`src/logic/rv_isa_pkg.sv`:
```
/*
 * RV32IM encodings as seen by the decode stage. The vector opcodes are not
 * listed and decode as illegal. NOP is encoded as zero.
 */
package rv_isa_pkg;

    localparam int XLEN       = 32;
    localparam int REG_ADDR_W = 5;

    typedef enum logic [6:0] {
        OPC_LUI      = 7'b0110111,
        OPC_AUIPC    = 7'b0010111,
        OPC_JAL      = 7'b1101111,
        OPC_JALR     = 7'b1100111,
        OPC_BRANCH   = 7'b1100011,
        OPC_LOAD     = 7'b0000011,
        OPC_STORE    = 7'b0100011,
        OPC_OP_IMM   = 7'b0010011,
        OPC_OP       = 7'b0110011,
        OPC_MISC_MEM = 7'b0001111,
        OPC_SYSTEM   = 7'b1110011
    } opcode_e;

    // Operation codes handed to execute
    typedef enum logic [7:0] {
        NOP = 8'd0,
        LUI, ADD, SUB, SLL, SLT, SLTU, XOR, SRL, SRA, OR, AND,
        MUL, MULH, MULHSU, MULHU, DIV, DIVU, REM, REMU,
        BEQ, BNE, BLT, BGE, BLTU, BGEU, JAL, JALR,
        LB, LH, LW, LBU, LHU, SB, SH, SW,
        ECALL, EBREAK, SRET, MRET, WFI,
        CSRRW, CSRRS, CSRRC, CSRRWI, CSRRSI, CSRRCI,
        INVALID
    } op_e;

    typedef enum logic [2:0] {
        R_TYPE, I_TYPE, S_TYPE, B_TYPE, U_TYPE, J_TYPE
    } format_e;

    ////////////////////////////////////////
    // Instruction word, one view per format
    ////////////////////////////////////////

    typedef struct packed {
        logic [6:0]            funct7;
        logic [REG_ADDR_W-1:0] rs2;
        logic [REG_ADDR_W-1:0] rs1;
        logic [2:0]            funct3;
        logic [REG_ADDR_W-1:0] rd;
        opcode_e               opcode;
    } r_view_t;

    typedef struct packed {
        logic [11:0]           imm;
        logic [REG_ADDR_W-1:0] rs1;
        logic [2:0]            funct3;
        logic [REG_ADDR_W-1:0] rd;
        opcode_e               opcode;
    } i_view_t;

    typedef struct packed {
        logic [6:0]            imm_hi;
        logic [REG_ADDR_W-1:0] rs2;
        logic [REG_ADDR_W-1:0] rs1;
        logic [2:0]            funct3;
        logic [4:0]            imm_lo;
        opcode_e               opcode;
    } s_view_t;

    // Branch offset bits are scattered, bit 0 is implied
    typedef struct packed {
        logic                  imm_12;
        logic [5:0]            imm_10_5;
        logic [REG_ADDR_W-1:0] rs2;
        logic [REG_ADDR_W-1:0] rs1;
        logic [2:0]            funct3;
        logic [3:0]            imm_4_1;
        logic                  imm_11;
        opcode_e               opcode;
    } b_view_t;

    typedef struct packed {
        logic [19:0]           imm_31_12;
        logic [REG_ADDR_W-1:0] rd;
        opcode_e               opcode;
    } u_view_t;

    typedef struct packed {
        logic                  imm_20;
        logic [9:0]            imm_10_1;
        logic                  imm_11;
        logic [7:0]            imm_19_12;
        logic [REG_ADDR_W-1:0] rd;
        opcode_e               opcode;
    } j_view_t;

    typedef union packed {
        r_view_t r;
        i_view_t i;
        s_view_t s;
        b_view_t b;
        u_view_t u;
        j_view_t j;
    } rv_inst_u;

endpackage

```
`src/logic/decode_pkg.sv`:
```
/*
 * Decode stage result types. A bubble is the all-zero output with op NOP
 * and the tag of the cycle that produced it.
 */
package decode_pkg;

    import rv_isa_pkg::*;

    localparam int TAG_W = 3;

    // Combinational decode of the current word
    typedef struct packed {
        op_e             op;
        format_e         format;
        logic [XLEN-1:0] imm;
    } decode_info_t;

    // Registered stage output towards execute
    typedef struct packed {
        logic [XLEN-1:0]       first_operand;
        logic [XLEN-1:0]       second_operand;
        logic [XLEN-1:0]       third_operand;
        logic [XLEN-1:0]       pc;
        logic [REG_ADDR_W-1:0] rd;
        op_e                   op;
        logic [TAG_W-1:0]      tag;
        logic                  illegal;
        logic                  misaligned;
        logic                  access_fault;
    } decode_out_t;

endpackage

```
`src/logic/inst_replay.sv`:
```
/*
 * Holds the word decoded last cycle. After a hazard or a stall the held
 * word is decoded again and instruction_i is ignored for that cycle.
 */
module inst_replay
    import rv_isa_pkg::*;
(
    input  logic     clk,
    input  logic     enable_i,
    input  logic     hazard_i,
    input  rv_inst_u instruction_i,
    output rv_inst_u inst_o
);

    rv_inst_u held;
    logic     replay;

    always_ff @(posedge clk) begin
        held   <= inst_o;
        replay <= hazard_i | ~enable_i;
    end

    assign inst_o = replay ? held : instruction_i;

    // A bubbled or stalled word comes back unchanged on the next cycle
    a_replay_same_word: assert property (
        @(posedge clk) (hazard_i || !enable_i) |=> inst_o == $past(inst_o)
    );

endmodule

```
`src/logic/op_decoder.sv`:
```
/*
 * Pure combinational opcode decode. Anything not in the tables below,
 * vector opcodes included, yields INVALID.
 */
module op_decoder
    import rv_isa_pkg::*;
(
    input  rv_inst_u inst_i,
    output op_e      op_o
);

    logic [2:0] funct3;
    logic [6:0] funct7;
    op_e        branch_op, load_op, store_op, op_imm_op, op_op, system_op;

    assign funct3 = inst_i.r.funct3;
    assign funct7 = inst_i.r.funct7;

    always_comb begin
        case (funct3)
            3'b000:  branch_op = BEQ;
            3'b001:  branch_op = BNE;
            3'b100:  branch_op = BLT;
            3'b101:  branch_op = BGE;
            3'b110:  branch_op = BLTU;
            3'b111:  branch_op = BGEU;
            default: branch_op = INVALID;
        endcase
    end

    always_comb begin
        case (funct3)
            3'b000:  load_op = LB;
            3'b001:  load_op = LH;
            3'b010:  load_op = LW;
            3'b100:  load_op = LBU;
            3'b101:  load_op = LHU;
            default: load_op = INVALID;
        endcase
        case (funct3)
            3'b000:  store_op = SB;
            3'b001:  store_op = SH;
            3'b010:  store_op = SW;
            default: store_op = INVALID;
        endcase
    end

    // Shifts by immediate still check funct7
    always_comb begin
        case (funct3)
            3'b000:  op_imm_op = ADD;
            3'b001:  op_imm_op = (funct7 == 7'b0000000) ? SLL : INVALID;
            3'b010:  op_imm_op = SLT;
            3'b011:  op_imm_op = SLTU;
            3'b100:  op_imm_op = XOR;
            3'b101:  op_imm_op = (funct7 == 7'b0000000) ? SRL :
                                 (funct7 == 7'b0100000) ? SRA : INVALID;
            3'b110:  op_imm_op = OR;
            default: op_imm_op = AND;
        endcase
    end

    always_comb begin
        op_op = INVALID;
        case (funct7)
            7'b0000000: begin
                case (funct3)
                    3'b000:  op_op = ADD;
                    3'b001:  op_op = SLL;
                    3'b010:  op_op = SLT;
                    3'b011:  op_op = SLTU;
                    3'b100:  op_op = XOR;
                    3'b101:  op_op = SRL;
                    3'b110:  op_op = OR;
                    default: op_op = AND;
                endcase
            end
            7'b0100000: begin
                if (funct3 == 3'b000) op_op = SUB;
                if (funct3 == 3'b101) op_op = SRA;
            end
            // M extension
            7'b0000001: begin
                case (funct3)
                    3'b000:  op_op = MUL;
                    3'b001:  op_op = MULH;
                    3'b010:  op_op = MULHSU;
                    3'b011:  op_op = MULHU;
                    3'b100:  op_op = DIV;
                    3'b101:  op_op = DIVU;
                    3'b110:  op_op = REM;
                    default: op_op = REMU;
                endcase
            end
            default: op_op = INVALID;
        endcase
    end

    // Privileged forms need rs1 and rd zero, CSR forms only look at funct3
    always_comb begin
        system_op = INVALID;
        case (funct3)
            3'b000: begin
                if (inst_i.i.rs1 == '0 && inst_i.i.rd == '0) begin
                    case (inst_i.i.imm)
                        12'h000: system_op = ECALL;
                        12'h001: system_op = EBREAK;
                        12'h102: system_op = SRET;
                        12'h302: system_op = MRET;
                        12'h105: system_op = WFI;
                        default: system_op = INVALID;
                    endcase
                end
            end
            3'b001:  system_op = CSRRW;
            3'b010:  system_op = CSRRS;
            3'b011:  system_op = CSRRC;
            3'b101:  system_op = CSRRWI;
            3'b110:  system_op = CSRRSI;
            3'b111:  system_op = CSRRCI;
            default: system_op = INVALID;
        endcase
    end

    always_comb begin
        case (inst_i.r.opcode)
            OPC_LUI:      op_o = LUI;
            OPC_AUIPC:    op_o = ADD;
            OPC_JAL:      op_o = JAL;
            OPC_JALR:     op_o = JALR;
            OPC_BRANCH:   op_o = branch_op;
            OPC_LOAD:     op_o = load_op;
            OPC_STORE:    op_o = store_op;
            OPC_OP_IMM:   op_o = op_imm_op;
            OPC_OP:       op_o = op_op;
            // FENCE is executed as a NOP
            OPC_MISC_MEM: op_o = (funct3 == 3'b000) ? NOP : INVALID;
            OPC_SYSTEM:   op_o = system_op;
            default:      op_o = INVALID;
        endcase
    end

endmodule

```
`src/logic/imm_gen.sv`:
```
/*
 * Format classification and immediate assembly. Unknown opcodes fall into
 * R format and get a zero immediate.
 */
module imm_gen
    import rv_isa_pkg::*;
(
    input  rv_inst_u        inst_i,
    output format_e         format_o,
    output logic [XLEN-1:0] imm_o
);

    logic [XLEN-1:0] imm_i, imm_s, imm_b, imm_u, imm_j;

    always_comb begin
        case (inst_i.r.opcode)
            OPC_JALR, OPC_LOAD, OPC_OP_IMM: format_o = I_TYPE;
            OPC_STORE:                      format_o = S_TYPE;
            OPC_BRANCH:                     format_o = B_TYPE;
            OPC_LUI, OPC_AUIPC:             format_o = U_TYPE;
            OPC_JAL:                        format_o = J_TYPE;
            default:                        format_o = R_TYPE;
        endcase
    end

    ////////////////////////////////////////
    // Sign extended immediates per view
    ////////////////////////////////////////

    assign imm_i = {{20{inst_i.i.imm[11]}}, inst_i.i.imm};
    assign imm_s = {{20{inst_i.s.imm_hi[6]}}, inst_i.s.imm_hi, inst_i.s.imm_lo};
    assign imm_b = {{19{inst_i.b.imm_12}}, inst_i.b.imm_12, inst_i.b.imm_11,
                    inst_i.b.imm_10_5, inst_i.b.imm_4_1, 1'b0};
    assign imm_u = {inst_i.u.imm_31_12, 12'b0};
    assign imm_j = {{11{inst_i.j.imm_20}}, inst_i.j.imm_20, inst_i.j.imm_19_12,
                    inst_i.j.imm_11, inst_i.j.imm_10_1, 1'b0};

    always_comb begin
        case (format_o)
            I_TYPE:  imm_o = imm_i;
            S_TYPE:  imm_o = imm_s;
            B_TYPE:  imm_o = imm_b;
            U_TYPE:  imm_o = imm_u;
            J_TYPE:  imm_o = imm_j;
            default: imm_o = '0;
        endcase
    end

endmodule

```
`src/logic/hazard_unit.sv`:
```
/*
 * Single entry lock on the last accepted rd and on a preceding store.
 * CSR immediate forms count as rs1 and rs2 users, which may stall needlessly.
 */
module hazard_unit
    import rv_isa_pkg::*;
(
    input  logic     clk,
    input  logic     reset,
    input  logic     enable_i,
    input  rv_inst_u inst_i,
    input  format_e  format_i,
    output logic     hazard_o
);

    logic [REG_ADDR_W-1:0] locked_rd;
    logic                  locked_mem;
    logic                  use_rs1, use_rs2, use_mem;
    logic                  hit_rs1, hit_rs2;

    // A bubble releases both locks
    always_ff @(posedge clk) begin
        if (reset) begin
            locked_rd  <= '0;
            locked_mem <= 1'b0;
        end else if (hazard_o) begin
            locked_rd  <= '0;
            locked_mem <= 1'b0;
        end else if (enable_i) begin
            locked_rd  <= inst_i.r.rd;
            locked_mem <= (inst_i.r.opcode == OPC_STORE);
        end
    end

    assign use_rs1 = format_i inside {R_TYPE, I_TYPE, S_TYPE, B_TYPE};
    assign use_rs2 = format_i inside {R_TYPE, S_TYPE, B_TYPE};
    assign use_mem = inst_i.r.opcode inside {OPC_LOAD, OPC_STORE};

    assign hit_rs1 = use_rs1 && inst_i.r.rs1 != '0 && inst_i.r.rs1 == locked_rd;
    assign hit_rs2 = use_rs2 && inst_i.r.rs2 != '0 && inst_i.r.rs2 == locked_rd;

    assign hazard_o = enable_i & (hit_rs1 | hit_rs2 | (use_mem & locked_mem));

    a_no_hazard_when_stalled: assert property (
        @(posedge clk) disable iff (reset) $rose(hazard_o) |-> enable_i
    );

endmodule

```
`src/logic/decode_stage.sv`:
```
/*
 * Decode stage top. rs1_data_i and rs2_data_i must answer rs1_o and rs2_o
 * within the same cycle. Output latency is one cycle, enable_i low stalls.
 */
module decode_stage
    import rv_isa_pkg::*;
    import decode_pkg::*;
(
    input  logic                  clk,
    input  logic                  reset,
    input  logic                  enable_i,
    input  rv_inst_u              instruction_i,
    input  logic [XLEN-1:0]       pc_i,
    input  logic [TAG_W-1:0]      tag_i,
    input  logic [XLEN-1:0]       rs1_data_i,
    input  logic [XLEN-1:0]       rs2_data_i,
    input  logic                  access_fault_i,
    output logic [REG_ADDR_W-1:0] rs1_o,
    output logic [REG_ADDR_W-1:0] rs2_o,
    output logic                  hazard_o,
    output decode_out_t           out_o
);

    rv_inst_u     inst;
    decode_info_t info;
    decode_out_t  accepted, bubble;

    inst_replay u_replay (.clk, .enable_i, .hazard_i(hazard_o), .instruction_i, .inst_o(inst));
    op_decoder  u_op     (.inst_i(inst), .op_o(info.op));
    imm_gen     u_imm    (.inst_i(inst), .format_o(info.format), .imm_o(info.imm));

    hazard_unit u_hazard (
        .clk, .reset, .enable_i, .inst_i(inst), .format_i(info.format), .hazard_o
    );

    assign rs1_o = inst.r.rs1;
    assign rs2_o = inst.r.rs2;

    ////////////////////////////////////////
    // Operand select and exception flags
    ////////////////////////////////////////

    always_comb begin
        accepted = '0;
        accepted.first_operand  = (info.format inside {U_TYPE, J_TYPE}) ? pc_i : rs1_data_i;
        accepted.second_operand = (info.format == R_TYPE) ? rs2_data_i : info.imm;
        accepted.third_operand  = (info.format == S_TYPE) ? rs2_data_i : info.imm;
        accepted.pc             = pc_i;
        accepted.rd             = inst.r.rd;
        accepted.op             = info.op;
        accepted.tag            = tag_i;
        accepted.illegal        = (info.op == INVALID);
        accepted.misaligned     = (pc_i[1:0] != 2'b00);
        accepted.access_fault   = access_fault_i;
    end

    always_comb begin
        bubble     = '0;
        bubble.op  = NOP;
        bubble.tag = tag_i;
    end

    always_ff @(posedge clk) begin
        if (reset) begin
            out_o    <= '0;
            out_o.op <= NOP;
        end else if (hazard_o) begin
            out_o <= bubble;
        end else if (enable_i) begin
            out_o <= accepted;
        end
    end

    a_bubble_is_clean: assert property (
        @(posedge clk) disable iff (reset)
        hazard_o |=> out_o.op == NOP && !out_o.illegal && !out_o.misaligned
    );

endmodule

```
`config.mk`:
```
export PLATFORM = sky130hd
export DESIGN_NAME = decode_stage
export DESIGN_NICKNAME = d
export VERILOG_FILES = /design/src/logic/rv_isa_pkg.sv /design/src/logic/decode_pkg.sv /design/src/logic/inst_replay.sv /design/src/logic/op_decoder.sv /design/src/logic/imm_gen.sv /design/src/logic/hazard_unit.sv /design/src/logic/decode_stage.sv
export SDC_FILE = /design/constraint.sdc
export NUM_CORES = 1
export LEC_CHECK = 0
export ABC_AREA = 1
export BUFFER_PORTS_ARGS = -buffer_cell sky130_fd_sc_hd__buf_2
export CAP_MARGIN = 5
export CORE_MARGIN = 2
export CORE_UTILIZATION = 57
export DETAILED_ROUTE_END_ITERATION = 8
export GPL_TIMING_DRIVEN = 0
export PLACE_DENSITY_LB_ADDON = 0.15
export SLEW_MARGIN = 20
export SYNTH_ARGS = -nofsm -noshare
export SYNTH_HDL_FRONTEND = slang
export SYNTH_HIERARCHICAL = 1
export SYNTH_SLANG_ARGS = --single-unit
```
`constraint.sdc`:
```
create_clock -name clk -period 6.8 [get_ports clk]
set_input_delay 0.34 -clock clk [delete_from_list [all_inputs] [get_ports clk]]
set_output_delay 0.34 -clock clk [all_outputs]
set_load 0.005 [all_outputs]
```
# ---- Word-level counts from Yosys, hierarchy flattened
# Cells that the tools add are included.
dict set report classes {
  addsub 0
  multipliers 0
  div 0
  n_lt_le_gt_ge 0
  eq_ne 32
  shift 0
  muxes 25
  n_bitwise 6
  reduce_logical 22
}
# op n
set op_table {}
lappend op_table {{32-bit case mux with 5 select lines} 1}
lappend op_table {{32-bit 2-to-1 mux} 4}
lappend op_table {{8-bit case mux with 7 select lines} 2}
lappend op_table {{8-bit case mux with 11 select lines} 1}
lappend op_table {{6-bit 2-to-1 mux} 7}
lappend op_table {{6-bit case mux with 6 select lines} 1}
lappend op_table {{5-bit case mux with 7 select lines} 1}
lappend op_table {{6-bit case mux with 5 select lines} 1}
lappend op_table {{7-bit by 6-bit equality test with 1-bit output (second input constant)} 4}
lappend op_table {{7-bit equality test (second input constant)} 4}
lappend op_table {{4-bit case mux with 7 select lines} 1}
lappend op_table {{12-bit by 9-bit equality test with 1-bit output (second input constant)} 2}
lappend op_table {{8-bit case mux with 3 select lines} 1}
lappend op_table {{4-bit case mux with 5 select lines} 1}
lappend op_table {{3-bit equality test (second input constant)} 6}
lappend op_table {{8-bit 2-to-1 mux} 2}
lappend op_table {{3-bit case mux with 5 select lines} 1}
lappend op_table {{7-bit by 5-bit equality test with 1-bit output (second input constant)} 2}
lappend op_table {{12-bit by 1-bit equality test with 1-bit output (second input constant)} 1}
lappend op_table {{12-bit by 10-bit equality test with 1-bit output (second input constant)} 1}
lappend op_table {{3-bit by 2-bit equality test with 1-bit output (second input constant)} 4}
lappend op_table {{12-bit zero test} 1}
lappend op_table {{4-bit case mux with 3 select lines} 1}
lappend op_table {{5-bit equality test} 2}
lappend op_table {{18 further kinds} 33}
dict set report totals {
  ff_bits 181
  latch_bits 0
  ramBits 0
  rom_bits 0
  out_inout_bits 158
  wordCells 98
  mem_count 0
}

# ---- Longest topological paths before layout
# Gate-level depths: netlist of the first run.
dict set report depth {
  depth_word 12
  mapped_depth 25
  mapped_depth_nobuf 20
}

# ---- Modules after synthesis
# Netlist of the first run, hierarchy kept.
# module n_inst cells_each area_each_um2 seq_area_each_um2
set modules_own_cells {}
lappend modules_own_cells {decode_stage 1 1059 6819.0 2942.8}
lappend modules_own_cells {inst_replay 1 139 1159.9 660.6}
lappend modules_own_cells {op_decoder 1 243 1093.5 0.0}
lappend modules_own_cells {imm_gen 1 165 795.8 0.0}
lappend modules_own_cells {hazard_unit 1 79 500.5 120.1}

# ---- Least setup slack after synthesis of the first run
# No wires, ideal clock.
dict set report synth_path {
  path_type {register -> register}
  from {register u_replay.replay}
  to {register out_o[100] (netlist name)}
  setup_time_ps 109
  arrival_ps 2718
  setup_slack_ps 3974
  path_stages_with_launch 25
  path_buffers 5
  synth_period_minus_slack_ps 2826
  path_cell_list {dfxtp_1 -> buf_6 -> inv_8 -> buf_12 -> nand2_2 -> nand2_1 -> inv_1 -> nand2_1 -> nor2_8 -> buf_2 -> o21ai_0 -> nand3_1 -> a21oi_1 -> nand2_1 -> nor2_1 -> nand2_1 -> nand3_2 -> nand2_2 -> inv_1 -> or2_1 -> buf_6 -> clkbuf_1 -> nor2_1 -> nand2_1 -> inv_1}
}
# item line_no
set synth_lines {}
lappend synth_lines {{from (decl)} inst_replay.sv:16} ;# logic replay;
lappend synth_lines {{from (signal assigned)} inst_replay.sv:20} ;# replay <= hazard_i | ~enable_i;
lappend synth_lines {{to (signal assigned)} decode_stage.sv:68} ;# out_o <= bubble;
lappend synth_lines {{to (signal assigned)} decode_stage.sv:70} ;# out_o <= accepted;
lappend synth_lines {{to (decl)} decode_stage.sv:21} ;# output decode_out_t out_o

==> results_dict.tcl, run 1 <==
set metrics [dict create \
    synth.area.top_cells "dfxtp_1 (36%), nand2_1 (20%), nand3_1 (11%)" \
    ff_latch_area_um2 3720 \
    yosys_warnings 6 \
    dieWidth_um 139 \
    portBuffers 292 \
    dr_total_vias 11700 \
    clock_latency_ns 0.45 \
    routed_via_density 5.22 \
    clock_power_share 0.342 \
    numCtsBuffers 17 \
    overflow 0 \
    crit_type "flip-flop to flip-flop" \
    hold_buffers 0 \
    synth_cell_types 37 \
    endpoint "out_o[143]" \
    synth_seq_area_share 0.359 \
    start_util 0.579 \
    critPathRequiredTime_ns 7.15 \
    p_seq_frac 0.415 \
    synth_top_area_frac 0.359 \
    rsz0062_at_grt "no" \
    power_density_nw_per_um2 235 \
    crit_start "u_replay/replay" \
    ctsResizeCount 0 \
    setup_viol 0 \
    worst_slew_pin_slew_ns 0.576 \
    synthCells 1685 \
    grt_pass1_wl_mm 53.7 \
    dp_slack_ns 3.28 \
    maxCapViolCount 0 \
    worst_slack_ns 3.25 \
    core_um2 17900 \
    outcome "finished, violations left" \
    fin_skew_ns 0.0149 \
    nets 2132 \
    p_int_mw 1.96 \
    io-pin-count 293 \
    critical_path.top_delay_family "simple AND/OR/NAND/NOR gates" \
    grtUsageTotal 0.343 \
    hold_viol_final 0 \
    tns_ns 0 \
    slew_violations 0 \
    area_growth_syn_to_layout_pct 22.9 \
    cts_tree "built" \
    first_pass_iters 9 \
    switching_share 0.345 \
    syn_avg_cell_area_um2 6.15 \
    routed_wirelength_mm 33.9 \
    die_h_um 139 \
    dp_hpwl_mm 26.1 \
    worst-path-buf-inv 8 \
    netlist_area_um2 10400 \
    htreeDepth 4 \
    p_leak_nw 7.27 \
    worstSetupEndpointType "flip-flop" \
    fmax_mhz 282 \
    yosys.area.top_type "dfxtp_1" \
    wl_per_cell_um 15.1 \
    cp.depth 23 \
    antenna_found_initial 2 \
    p_sw_mw 1.03 \
    multi_input_area_um2 5380 \
    cp_slowest_stage_delay_ns 0.47 \
    hold_path.class "primary input to flip-flop" \
    clk_pin_slew_ns 0.07 \
    regToRegStartpoint "u_replay/replay" \
    crit_slowest_cell "clkbuf_1" \
    routabilityCongestion 0.943 \
    antenna_left 0 \
    power_frac_comb 0.243 \
    ir_drop_mv 0.241 \
    drtIter0Drc 963 \
    cts.path.max_buffers 2 \
    fp.dieArea_um2 19300 \
    post-cts-setup-buffers 0 \
    clock_sinks 186 \
    root_buffer "clkbuf_16" \
    path_cells "buf_6 -> clkbuf_8 -> nand2_1 -> nand2_1 -> inv_1 -> nand2_1 -> nor2_8 -> buf_2 -> o21ai_0 -> nand3_1 -> a21oi_1 -> nand2_1 -> nor2_1 -> nand2_1 -> nand3_2 -> nand2_2 -> inv_1 -> or2_1 -> buf_6 -> clkbuf_1 -> nor2_1 -> nand2_1 -> inv_1" \
    slew-limit-headroom 0.616 \
    period_needed_ns 3.55 \
    crit_path_start_kind "flip-flop" \
    fp-row-count 49 \
    cp.arrival_ns 3.89 \
    violations "design-rule violations" \
    ys_ff_latch 186 \
    critPathMaxFanout 10 \
    drcViolationCount 1 \
    crit_top_cell "nand2_1" \
    r2r_end "out_o[143]" \
    reg2regPathDepth 23 \
    grt_pass1_vias 10700 \
    rrSetupSlack_ns 3.25 \
    n_fill_cell 1590 \
    fin_crit_sh 0.521 \
    grt_max_degree 22 \
    layout-drive-gt1-share 0.241 \
]
[layout by cell type, fill, tap and decap left out, types with 3 or more instances in the layout]
cell       Yosys  final
a21oi_1       55     55
buf_2         36    328
buf_4         13     13
buf_6         13     13
clkbuf_1      22     22
clkbuf_16      0     17
clkbuf_8       3      3
clkinv_1       3      3
clkinv_8       0      6
dfxtp_1      186    186
inv_1        160    160
inv_2         14     14
inv_6          0      5
mux2i_1        4      4
nand2_1      565    565
nand2_2       36     36
nand2_4        3      3
nand3_1      226    226
nand3_2        4      4
nand4_1        6      6
nor2_1       262    262
nor2_2        21     21
nor2_4         6      6
nor3_1         7      7
o21ai_0       16     16
o21ai_1        4      4
xnor2_1        3      3
[sequential cells by signal (all words and copies together) (netlist names)]
| name | count |
|---|---|
| out_o | 147 |
| u_replay/held | 32 |
| u_replay/replay | 1 |
| u_hazard/locked_rd | 5 |
| u_hazard/locked_mem | 1 |
[how the worst min path moves through the flow]
stage / start / depth (start not counted) / to
5_1_grt: enable_i / 2 / u_replay/replay
6_report: enable_i / 2 / u_replay/replay
4_1_cts: enable_i / 2 / u_replay/replay
3_3_place_gp: out_o[49] / 2 / out_o[49]
3_5_place_dp: out_o[21] / 2 / out_o[21]
2_1_floorplan: enable_i / 1 / u_replay/replay
[synth_stat cells]
cell,number
nand3_1,226
nand3_2,4
nand2_4,3
nor3_1,7
inv_8,1
nand2_2,36
nand3_4,1
xor2_1,1
or2_1,2
conb_1,1
buf_4,13
clkbuf_8,3
buf_12,2
nor2_2,21
nand2_1,565
inv_4,1
a31oi_1,1
xnor2_1,3
nor3_2,1
inv_2,14
buf_2,36
clkbuf_1,22
dfxtp_1,186
inv_1,160
o21ai_1,4
nor2_1,262
a21oi_1,55
o21ai_2,2
clkinv_1,3
mux2i_1,4
nor2_8,1
nor2_4,6
nor4_1,1
buf_6,13
o21ai_0,16
a211oi_2,2
nand4_1,6
[routing by layer]
metal / up-vias / wire length, um / global-route usage / part of all wire
met3: 94 / 2950 / 0.0570 / 0.087
li1: 5802 / - / - / -
met5: - / 0 / 0 / 0
met2: 587 / 15600 / 0.556 / 0.46
met4: 0 / 1300 / 0.151 / 0.038
met1: 5211 / 14100 / 0.452 / 0.42
[final cells by class]
type / instances / share of cell area
Antenna cell: 2 / 0.000393
Clock buffer: 17 / 0.0334
Multi-Input combinational cell: 1232 / 0.422
Sequential cell: 186 / 0.292
Clock inverter: 15 / 0.0152
Buffer: 89 / 0.0461
Inverter: 179 / 0.0535
Timing Repair Buffer: 292 / 0.115
Tap cell: 229 / 0.0225
[logic make-up after synthesis]
kind of cell	count (synthesis)	synth area share
other	1	0.000362
flip-flops	186	0.359
XOR/XNOR	4	0.00338
buffers and inverters	268	0.122
AND/OR/NAND/NOR	1142	0.470
AO/OA/AOI/OAI	80	0.0409
multiplexers	4	0.00386
[power groups by stage]
stage          Combinational, mW  Sequential (mW)  Clock, mW
2_1_floorplan              0.448             1.27          0
3_3_place_gp               0.705             1.26          0
3_5_place_dp               0.716             1.27          0
4_1_cts                    0.721             1.24       1.03
5_1_grt                    0.808             1.25       1.08
6_report                   0.729             1.24       1.02
[metrics by stage]
stage | cells | hold slack (ns) | instance area (um2) | utilization | total power [mW]
finish | 2241 | 0.133 | 12700 | 0.712 | 2.99
detailed placement | 2207 | 0.447 | 12100 | 0.677 | 1.98
CTS | 2239 | 0.126 | 12700 | 0.712 | 2.99
global placement | 2207 | 0.444 | 12100 | 0.677 | 1.97
floorplan | 1686 | 0.409 | 10400 | - | 1.72
global route | 2241 | 0.127 | 12700 | 0.712 | 3.14
(Power assumes the default switching activity.)
==> inputs of run 2 (changes only) <==
--- a/config.mk
+++ b/config.mk
@@ -9,7 +9,7 @@
 export BUFFER_PORTS_ARGS = -buffer_cell sky130_fd_sc_hd__buf_2
 export CAP_MARGIN = 5
 export CORE_MARGIN = 2
-export CORE_UTILIZATION = 57
+export CORE_UTILIZATION = 48
 export DETAILED_ROUTE_END_ITERATION = 8
 export GPL_TIMING_DRIVEN = 0
 export PLACE_DENSITY_LB_ADDON = 0.15
==> constraint.sdc (replaced) <==
create_clock -name clk -period 2.9 [get_ports clk]
set_input_delay 0.145 -clock clk [delete_from_list [all_inputs] [get_ports clk]]
set_output_delay 0.145 -clock clk [all_outputs]
set_load 0.005 [all_outputs]
==> run 2 against run 1 <==
Net effect:
- the run now ends clean
- critical path depth up 2
- register-to-register slack worse by 3.2 ns
- clock-buffer cell count unchanged
- core utilization down 6.4 points
- worst setup slack worse by 3.2 ns
- cell area up 7.2%
- largest cell class unchanged
==> results_dict.tcl, run 2 (synthesis results as in run 1) <==
set metrics [dict create \
    htreeDepth 4 \
    worstSetupEndpointType "flip-flop" \
    largest_reg_flops 147 \
    holdPathStages 5 \
    crit_type "flip-flop to flip-flop" \
    crit_path_start_kind "flip-flop" \
    critPathRequiredTime_ns 3.23 \
    hold_path.class "primary input to flip-flop" \
    min-delay-start "rs1_data_i[29]" \
    power_density_nw_per_um2 516 \
    dp_hpwl_mm 26.8 \
    antenna_found_initial 4 \
    fin_crit_sh 0.979 \
    hold_end "out_o[144]" \
    outcome "finished clean" \
    maxCapViolCount 0 \
    wl_per_cell_um 15.2 \
    root_buffer "clkbuf_16" \
    grt_pass1_wl_mm 55.4 \
    fp.dieArea_um2 22800 \
    routed_wirelength_mm 35.8 \
    fin_skew_ns 0.0169 \
    clock_latency_ns 0.44 \
    nets 2202 \
    critPathMaxFanout 10 \
    drcViolationCount 0 \
    reg2regPathDepth 25 \
    first_pass_iters 5 \
    hold_viol_final 0 \
    numCtsBuffers 17 \
    routed_via_density 5.07 \
    drtIter0Drc 874 \
    top_register "out_o" \
    final_common_cell "nand2_1" \
    tns_ns 0 \
    final_cell_mix "nand2_1 (556), buf_2 (330), nor2_1 (261)" \
    antenna_left 0 \
    cts_tree "built" \
    r2r_end "out_o[81]" \
    top_regs "out_o x147, u_replay/held x32, u_hazard/locked_rd x5" \
    cts.path.max_buffers 2 \
    clock_sinks 186 \
    die_h_um 151 \
    layout-drive-gt1-share 0.260 \
    grtUsageTotal 0.309 \
    ir_drop_mv 0.414 \
    regToRegStartpoint "u_replay/replay" \
    rsz0062_at_grt "yes" \
    fin_cells 2359 \
    period_needed_ns 2.84 \
    io-pin-count 293 \
    fmax_mhz 352 \
    grt_pass1_vias 11000 \
    cp.arrival_ns 3.17 \
    dr_total_vias 12000 \
    core_um2 21100 \
    portBuffers 292 \
    p_total_mw 7.05 \
    area_growth_syn_to_layout_pct 31.8 \
    fp-row-count 53 \
    slew-limit-headroom 0.654 \
    routabilityCongestion 0.919 \
    grt_max_degree 19 \
    p_leak_nw 7.67 \
    overflow 0 \
    dieWidth_um 151 \
    placed_cells 2253 \
    setup_viol 0 \
    clk_pin_slew_ns 0.07 \
    worst_slew_pin_slew_ns 0.519 \
    rrSetupSlack_ns 0.06 \
    start_util 0.492 \
    slew_violations 0 \
]
==> run 2: cell count changes in the layout (fill, tap and decap cells not counted), sizes merged <==
cell	delta
dlygate4sd3	+42
clkinvlp	+2
diode	+4
clkinv	-2
clkbuf	-4
inv	-2
buf	+32
==> run 2: cell type report <==
cell class / count / area [um2]
fillers: 1958 / 7420
multi-input cells: 1232 / 5550
flip-flops and latches: 186 / 3720
repair buffers: 367 / 2200
inverters: 179 / 684
plain buffers: 84 / 588
clock buffers: 17 / 425
well taps: 275 / 344
clock inverters: 13 / 136
diodes: 6 / 15.0
==> run 2: worst max path at each step <==
stage | endpoint | startpoint | slack (ns)
2_1_floorplan | out_o[100] | u_replay/replay | 0.07
3_3_place_gp | out_o[144] | u_replay/replay | -0.65
3_5_place_dp | out_o[145] | u_replay/replay | -0.71
4_1_cts | out_o[120] | u_replay/replay | 0.005
5_1_grt | out_o[81] | u_replay/replay | -0.1
6_report | out_o[81] | u_replay/replay | 0.06
==> run 2: timing repair <==
| item | 4_1_cts | 5_1_grt |
|---|---|---|
| endpoints found under the hold margin | 43 | 0 |
| pin swaps | 9 | 17 |
| gates cloned | 2 | 1 |
| setup endpoints to repair | 148 | 147 |
| buffers inserted | 15 | 15 |
| resized for setup | 46 | 31 |
| hold buffers | 42 | 0 |
==> run 2: through the flow <==
step	hold WS, ns	utilization	worst slack [ns]	instance area, um2
CTS	0.000398	0.638	0.00521	13500
global placement	0.361	0.577	-0.652	12200
floorplan	0.214	-	0.0736	10400
detailed placement	0.369	0.577	-0.706	12200
global route	0.00734	0.648	-0.0955	13700
finish	0.0110	0.648	0.0603	13700
==> run 2: worst max-delay path, cell delays in order, from the launching register on <==
cell and delay (ns):
dfxtp_2 0.32, buf_6 0.13, inv_8 0.08, buf_12 0.12
nand2_2 0.06, nand2_4 0.09, inv_1 0.06, nand2_2 0.10
nor2_8 0.06, buf_8 0.13, o21ai_4 0.17, nand3_4 0.09
a21oi_2 0.15, nand2_1 0.07, nor2_1 0.08, nand2_1 0.07
nand3_2 0.08, nand2_2 0.06, inv_2 0.05, or2_4 0.12
buf_6 0.13, buf_12 0.10, buf_2 0.23, nor2_1 0.08
nand2_1 0.07, inv_1 0.04
==> run 2: layer usage <==
layer  part of all wire  GRT usage  up-vias
met5                  0          0        -
met4              0.043      0.134        0
met3              0.081     0.0756       98
met2               0.44      0.487      517
met1               0.43      0.402     5388
li1                   -          -     5948
==> run 2: report_power, final <==
part	total, mW	internal (mW)	leakage, nW	switching (mW)
clock network	2.25	1.13	0.269	1.11
registers	2.91	2.80	1.54	0.114
logic	1.89	0.735	5.86	1.16
total	7.05	4.67	7.67	2.39
==> inputs of run 3 (changes only) <==
--- a/config.mk
+++ b/config.mk
@@ -8,8 +8,10 @@
 export ABC_AREA = 1
 export BUFFER_PORTS_ARGS = -buffer_cell sky130_fd_sc_hd__buf_2
 export CAP_MARGIN = 5
+export CELL_PAD_IN_SITES_DETAIL_PLACEMENT = 0
+export CELL_PAD_IN_SITES_GLOBAL_PLACEMENT = 1
 export CORE_MARGIN = 2
-export CORE_UTILIZATION = 48
+export CORE_UTILIZATION = 39
 export DETAILED_ROUTE_END_ITERATION = 8
 export GPL_TIMING_DRIVEN = 0
 export PLACE_DENSITY_LB_ADDON = 0.15
==> constraint.sdc (replaced) <==
create_clock -name clk -period 3.4 [get_ports clk]
set_input_delay 0.17 -clock clk [delete_from_list [all_inputs] [get_ports clk]]
set_output_delay 0.17 -clock clk [all_outputs]
set_load 0.005 [all_outputs]
==> run 3 against run 2 <==
Net effect:
- largest power group unchanged
- largest cell class unchanged
- core utilization is 14 points lower
- flip-flop and latch count stayed put
- critical endpoint is now out_o[124]
- sequential share of layout area rose by 0.72 points
- critical path type unchanged
- clock-buffer cell count unchanged
- power fell by 13%
- combinational power shrank 20%
- cell count up 1.1%
==> results_dict.tcl, run 3 (synthesis results as in run 1) <==
set metrics [dict create \
    grt_pass1_vias 10600 \
    crit_path_start_kind "flip-flop" \
    setup_viol 0 \
    fmax_mhz 321 \
    dr_total_vias 11400 \
    cp.depth 24 \
    overflow 0 \
    nets 2167 \
    reg2regPathDepth 24 \
    cp.arrival_ns 3.46 \
    fp.dieArea_um2 27900 \
    fin_cells 2385 \
    worst-path-buf-inv 9 \
    critPathMaxFanout 10 \
    io-pin-count 293 \
    cp_slowest_stage_delay_ns 0.33 \
    area_growth_syn_to_layout_pct 28.4 \
    routed_via_density 4.79 \
    period_needed_ns 3.12 \
    path_cells "buf_6 -> clkbuf_8 -> nand2_1 -> nand2_4 -> inv_1 -> nand2_1 -> nor2_8 -> buf_2 -> o21ai_2 -> nand3_2 -> a21oi_1 -> nand2_1 -> nor2_1 -> nand2_1 -> nand3_2 -> nand2_2 -> inv_2 -> or2_1 -> buf_6 -> buf_8 -> buf_8 -> nor2_2 -> nand2_1 -> inv_1" \
    portBuffers 292 \
    start_util 0.398 \
    routabilityCongestion 0.903 \
    clock_latency_ns 0.45 \
    placed_cells 2313 \
    largest_reg_flops 147 \
    power_density_nw_per_um2 462 \
    cts.path.max_buffers 2 \
    slew-limit-headroom 0.622 \
    routed_wirelength_mm 36.6 \
    dieWidth_um 167 \
    clk_pin_slew_ns 0.10 \
    top_register "out_o" \
    antenna_left 0 \
    core_um2 26100 \
    grtUsageTotal 0.257 \
    critical_path.top_delay_family "buffers and inverters" \
    cts_tree "built" \
    crit_top_cell "nand2_1" \
    grt_max_degree 24 \
    p_total_mw 6.15 \
    maxCapViolCount 0 \
    top_regs "out_o x147, u_replay/held x32, u_hazard/locked_rd x5" \
    slew_violations 0 \
    p_leak_nw 7.46 \
    antenna_found_initial 5 \
    critPathRequiredTime_ns 3.75 \
    final_cell_mix "nand2_1 (561), buf_2 (329), nor2_1 (261)" \
    worst_slew_pin_slew_ns 0.566 \
    crit_slowest_cell "dfxtp_1" \
    final_common_cell "nand2_1" \
    numCtsBuffers 17 \
    die_h_um 167 \
    holdPathStages 5 \
    drtIter0Drc 840 \
    ir_drop_mv 0.272 \
    crit_type "flip-flop to flip-flop" \
    drcViolationCount 0 \
    root_buffer "clkbuf_16" \
    fin_crit_sh 0.916 \
    worstSetupEndpointType "flip-flop" \
    outcome "finished clean" \
    fin_skew_ns 0.0222 \
    dp_hpwl_mm 28.2 \
    layout-drive-gt1-share 0.244 \
    grt_pass1_wl_mm 57.0 \
    hold_path.class "primary input to flip-flop" \
    fp-row-count 59 \
    first_pass_iters 5 \
    htreeDepth 4 \
    wl_per_cell_um 15.4 \
    hold_viol_final 0 \
    post-cts-setup-buffers 0 \
    rsz0062_at_grt "no" \
    clock_sinks 186 \
]
-- run 3: path summary, 6_finish.rpt --
kind / slack, ns / startpoint / to
max: 0.28 / u_replay/replay / out_o[124]
min reg2reg: 0.46 / out_o[24] / out_o[24]
min: 0.01 / rs1_data_i[17] / out_o[132]
max reg2reg: 0.28 / u_replay/replay / out_o[124]
-- run 3: final cells by class --
cell class	instances	area, um2
Timing Repair Buffer	327	1810
Sequential cell	186	3720
Multi-Input combinational cell	1232	5420
Antenna cell	5	12.5
Fill cell	2779	12700
Buffer	89	608
Clock inverter	15	214
Tap cell	335	419
Inverter	179	682
Clock buffer	17	425
-- run 3: layer usage --
layer	vias up	track usage	share of wire
met2	357	0.425	0.46
met4	0	0.0851	0.024
met5	-	0	0
met3	42	0.0452	0.063
li1	5883	-	-
met1	5146	0.338	0.45
-- run 3: what timing repair did --
item / in CTS / in global routing
setup endpoints to repair: 101 / 145
hold buffers: 35 / 0
resized for setup: 11 / 14
hold endpoints to repair: 34 / 0
-- run 3: where the power goes --
| part | switching (mW) | total, mW | leakage, nW | internal [mW] |
|---|---|---|---|---|
| clock network | 1.11 | 2.16 | 0.308 | 1.05 |
| logic | 0.948 | 1.51 | 5.61 | 0.560 |
| registers | 0.0953 | 2.48 | 1.54 | 2.39 |
-- run 3: worst register-to-register path: stages, from the launching register on --
cell	delay [ns]
dfxtp_1	0.33
buf_6	0.14
clkbuf_8	0.17
nand2_1	0.09
nand2_4	0.14
inv_1	0.06
nand2_1	0.15
nor2_8	0.07
buf_2	0.19
o21ai_2	0.16
nand3_2	0.10
a21oi_1	0.16
nand2_1	0.07
nor2_1	0.10
nand2_1	0.07
nand3_2	0.08
nand2_2	0.08
inv_2	0.11
or2_1	0.13
buf_6	0.15
buf_8	0.17
buf_8	0.17
nor2_2	0.04
nand2_1	0.06
inv_1	0.03
-- run 3: stage by stage --
stage / setup slack (ns) / utilization / setup TNS [ns] / hold slack (ns) / area (um2)
2_1_floorplan: 0.574 / - / 0 / 0.239 / 10400
3_3_place_gp: -0.246 / 0.470 / -13.15 / 0.386 / 12300
3_5_place_dp: -0.276 / 0.470 / -16.23 / 0.399 / 12300
4_1_cts: 0.0119 / 0.509 / 0 / 0.00122 / 13300
5_1_grt: 0.0362 / 0.511 / 0 / 0.0118 / 13300
6_report: 0.285 / 0.511 / 0 / 0.0100 / 13300
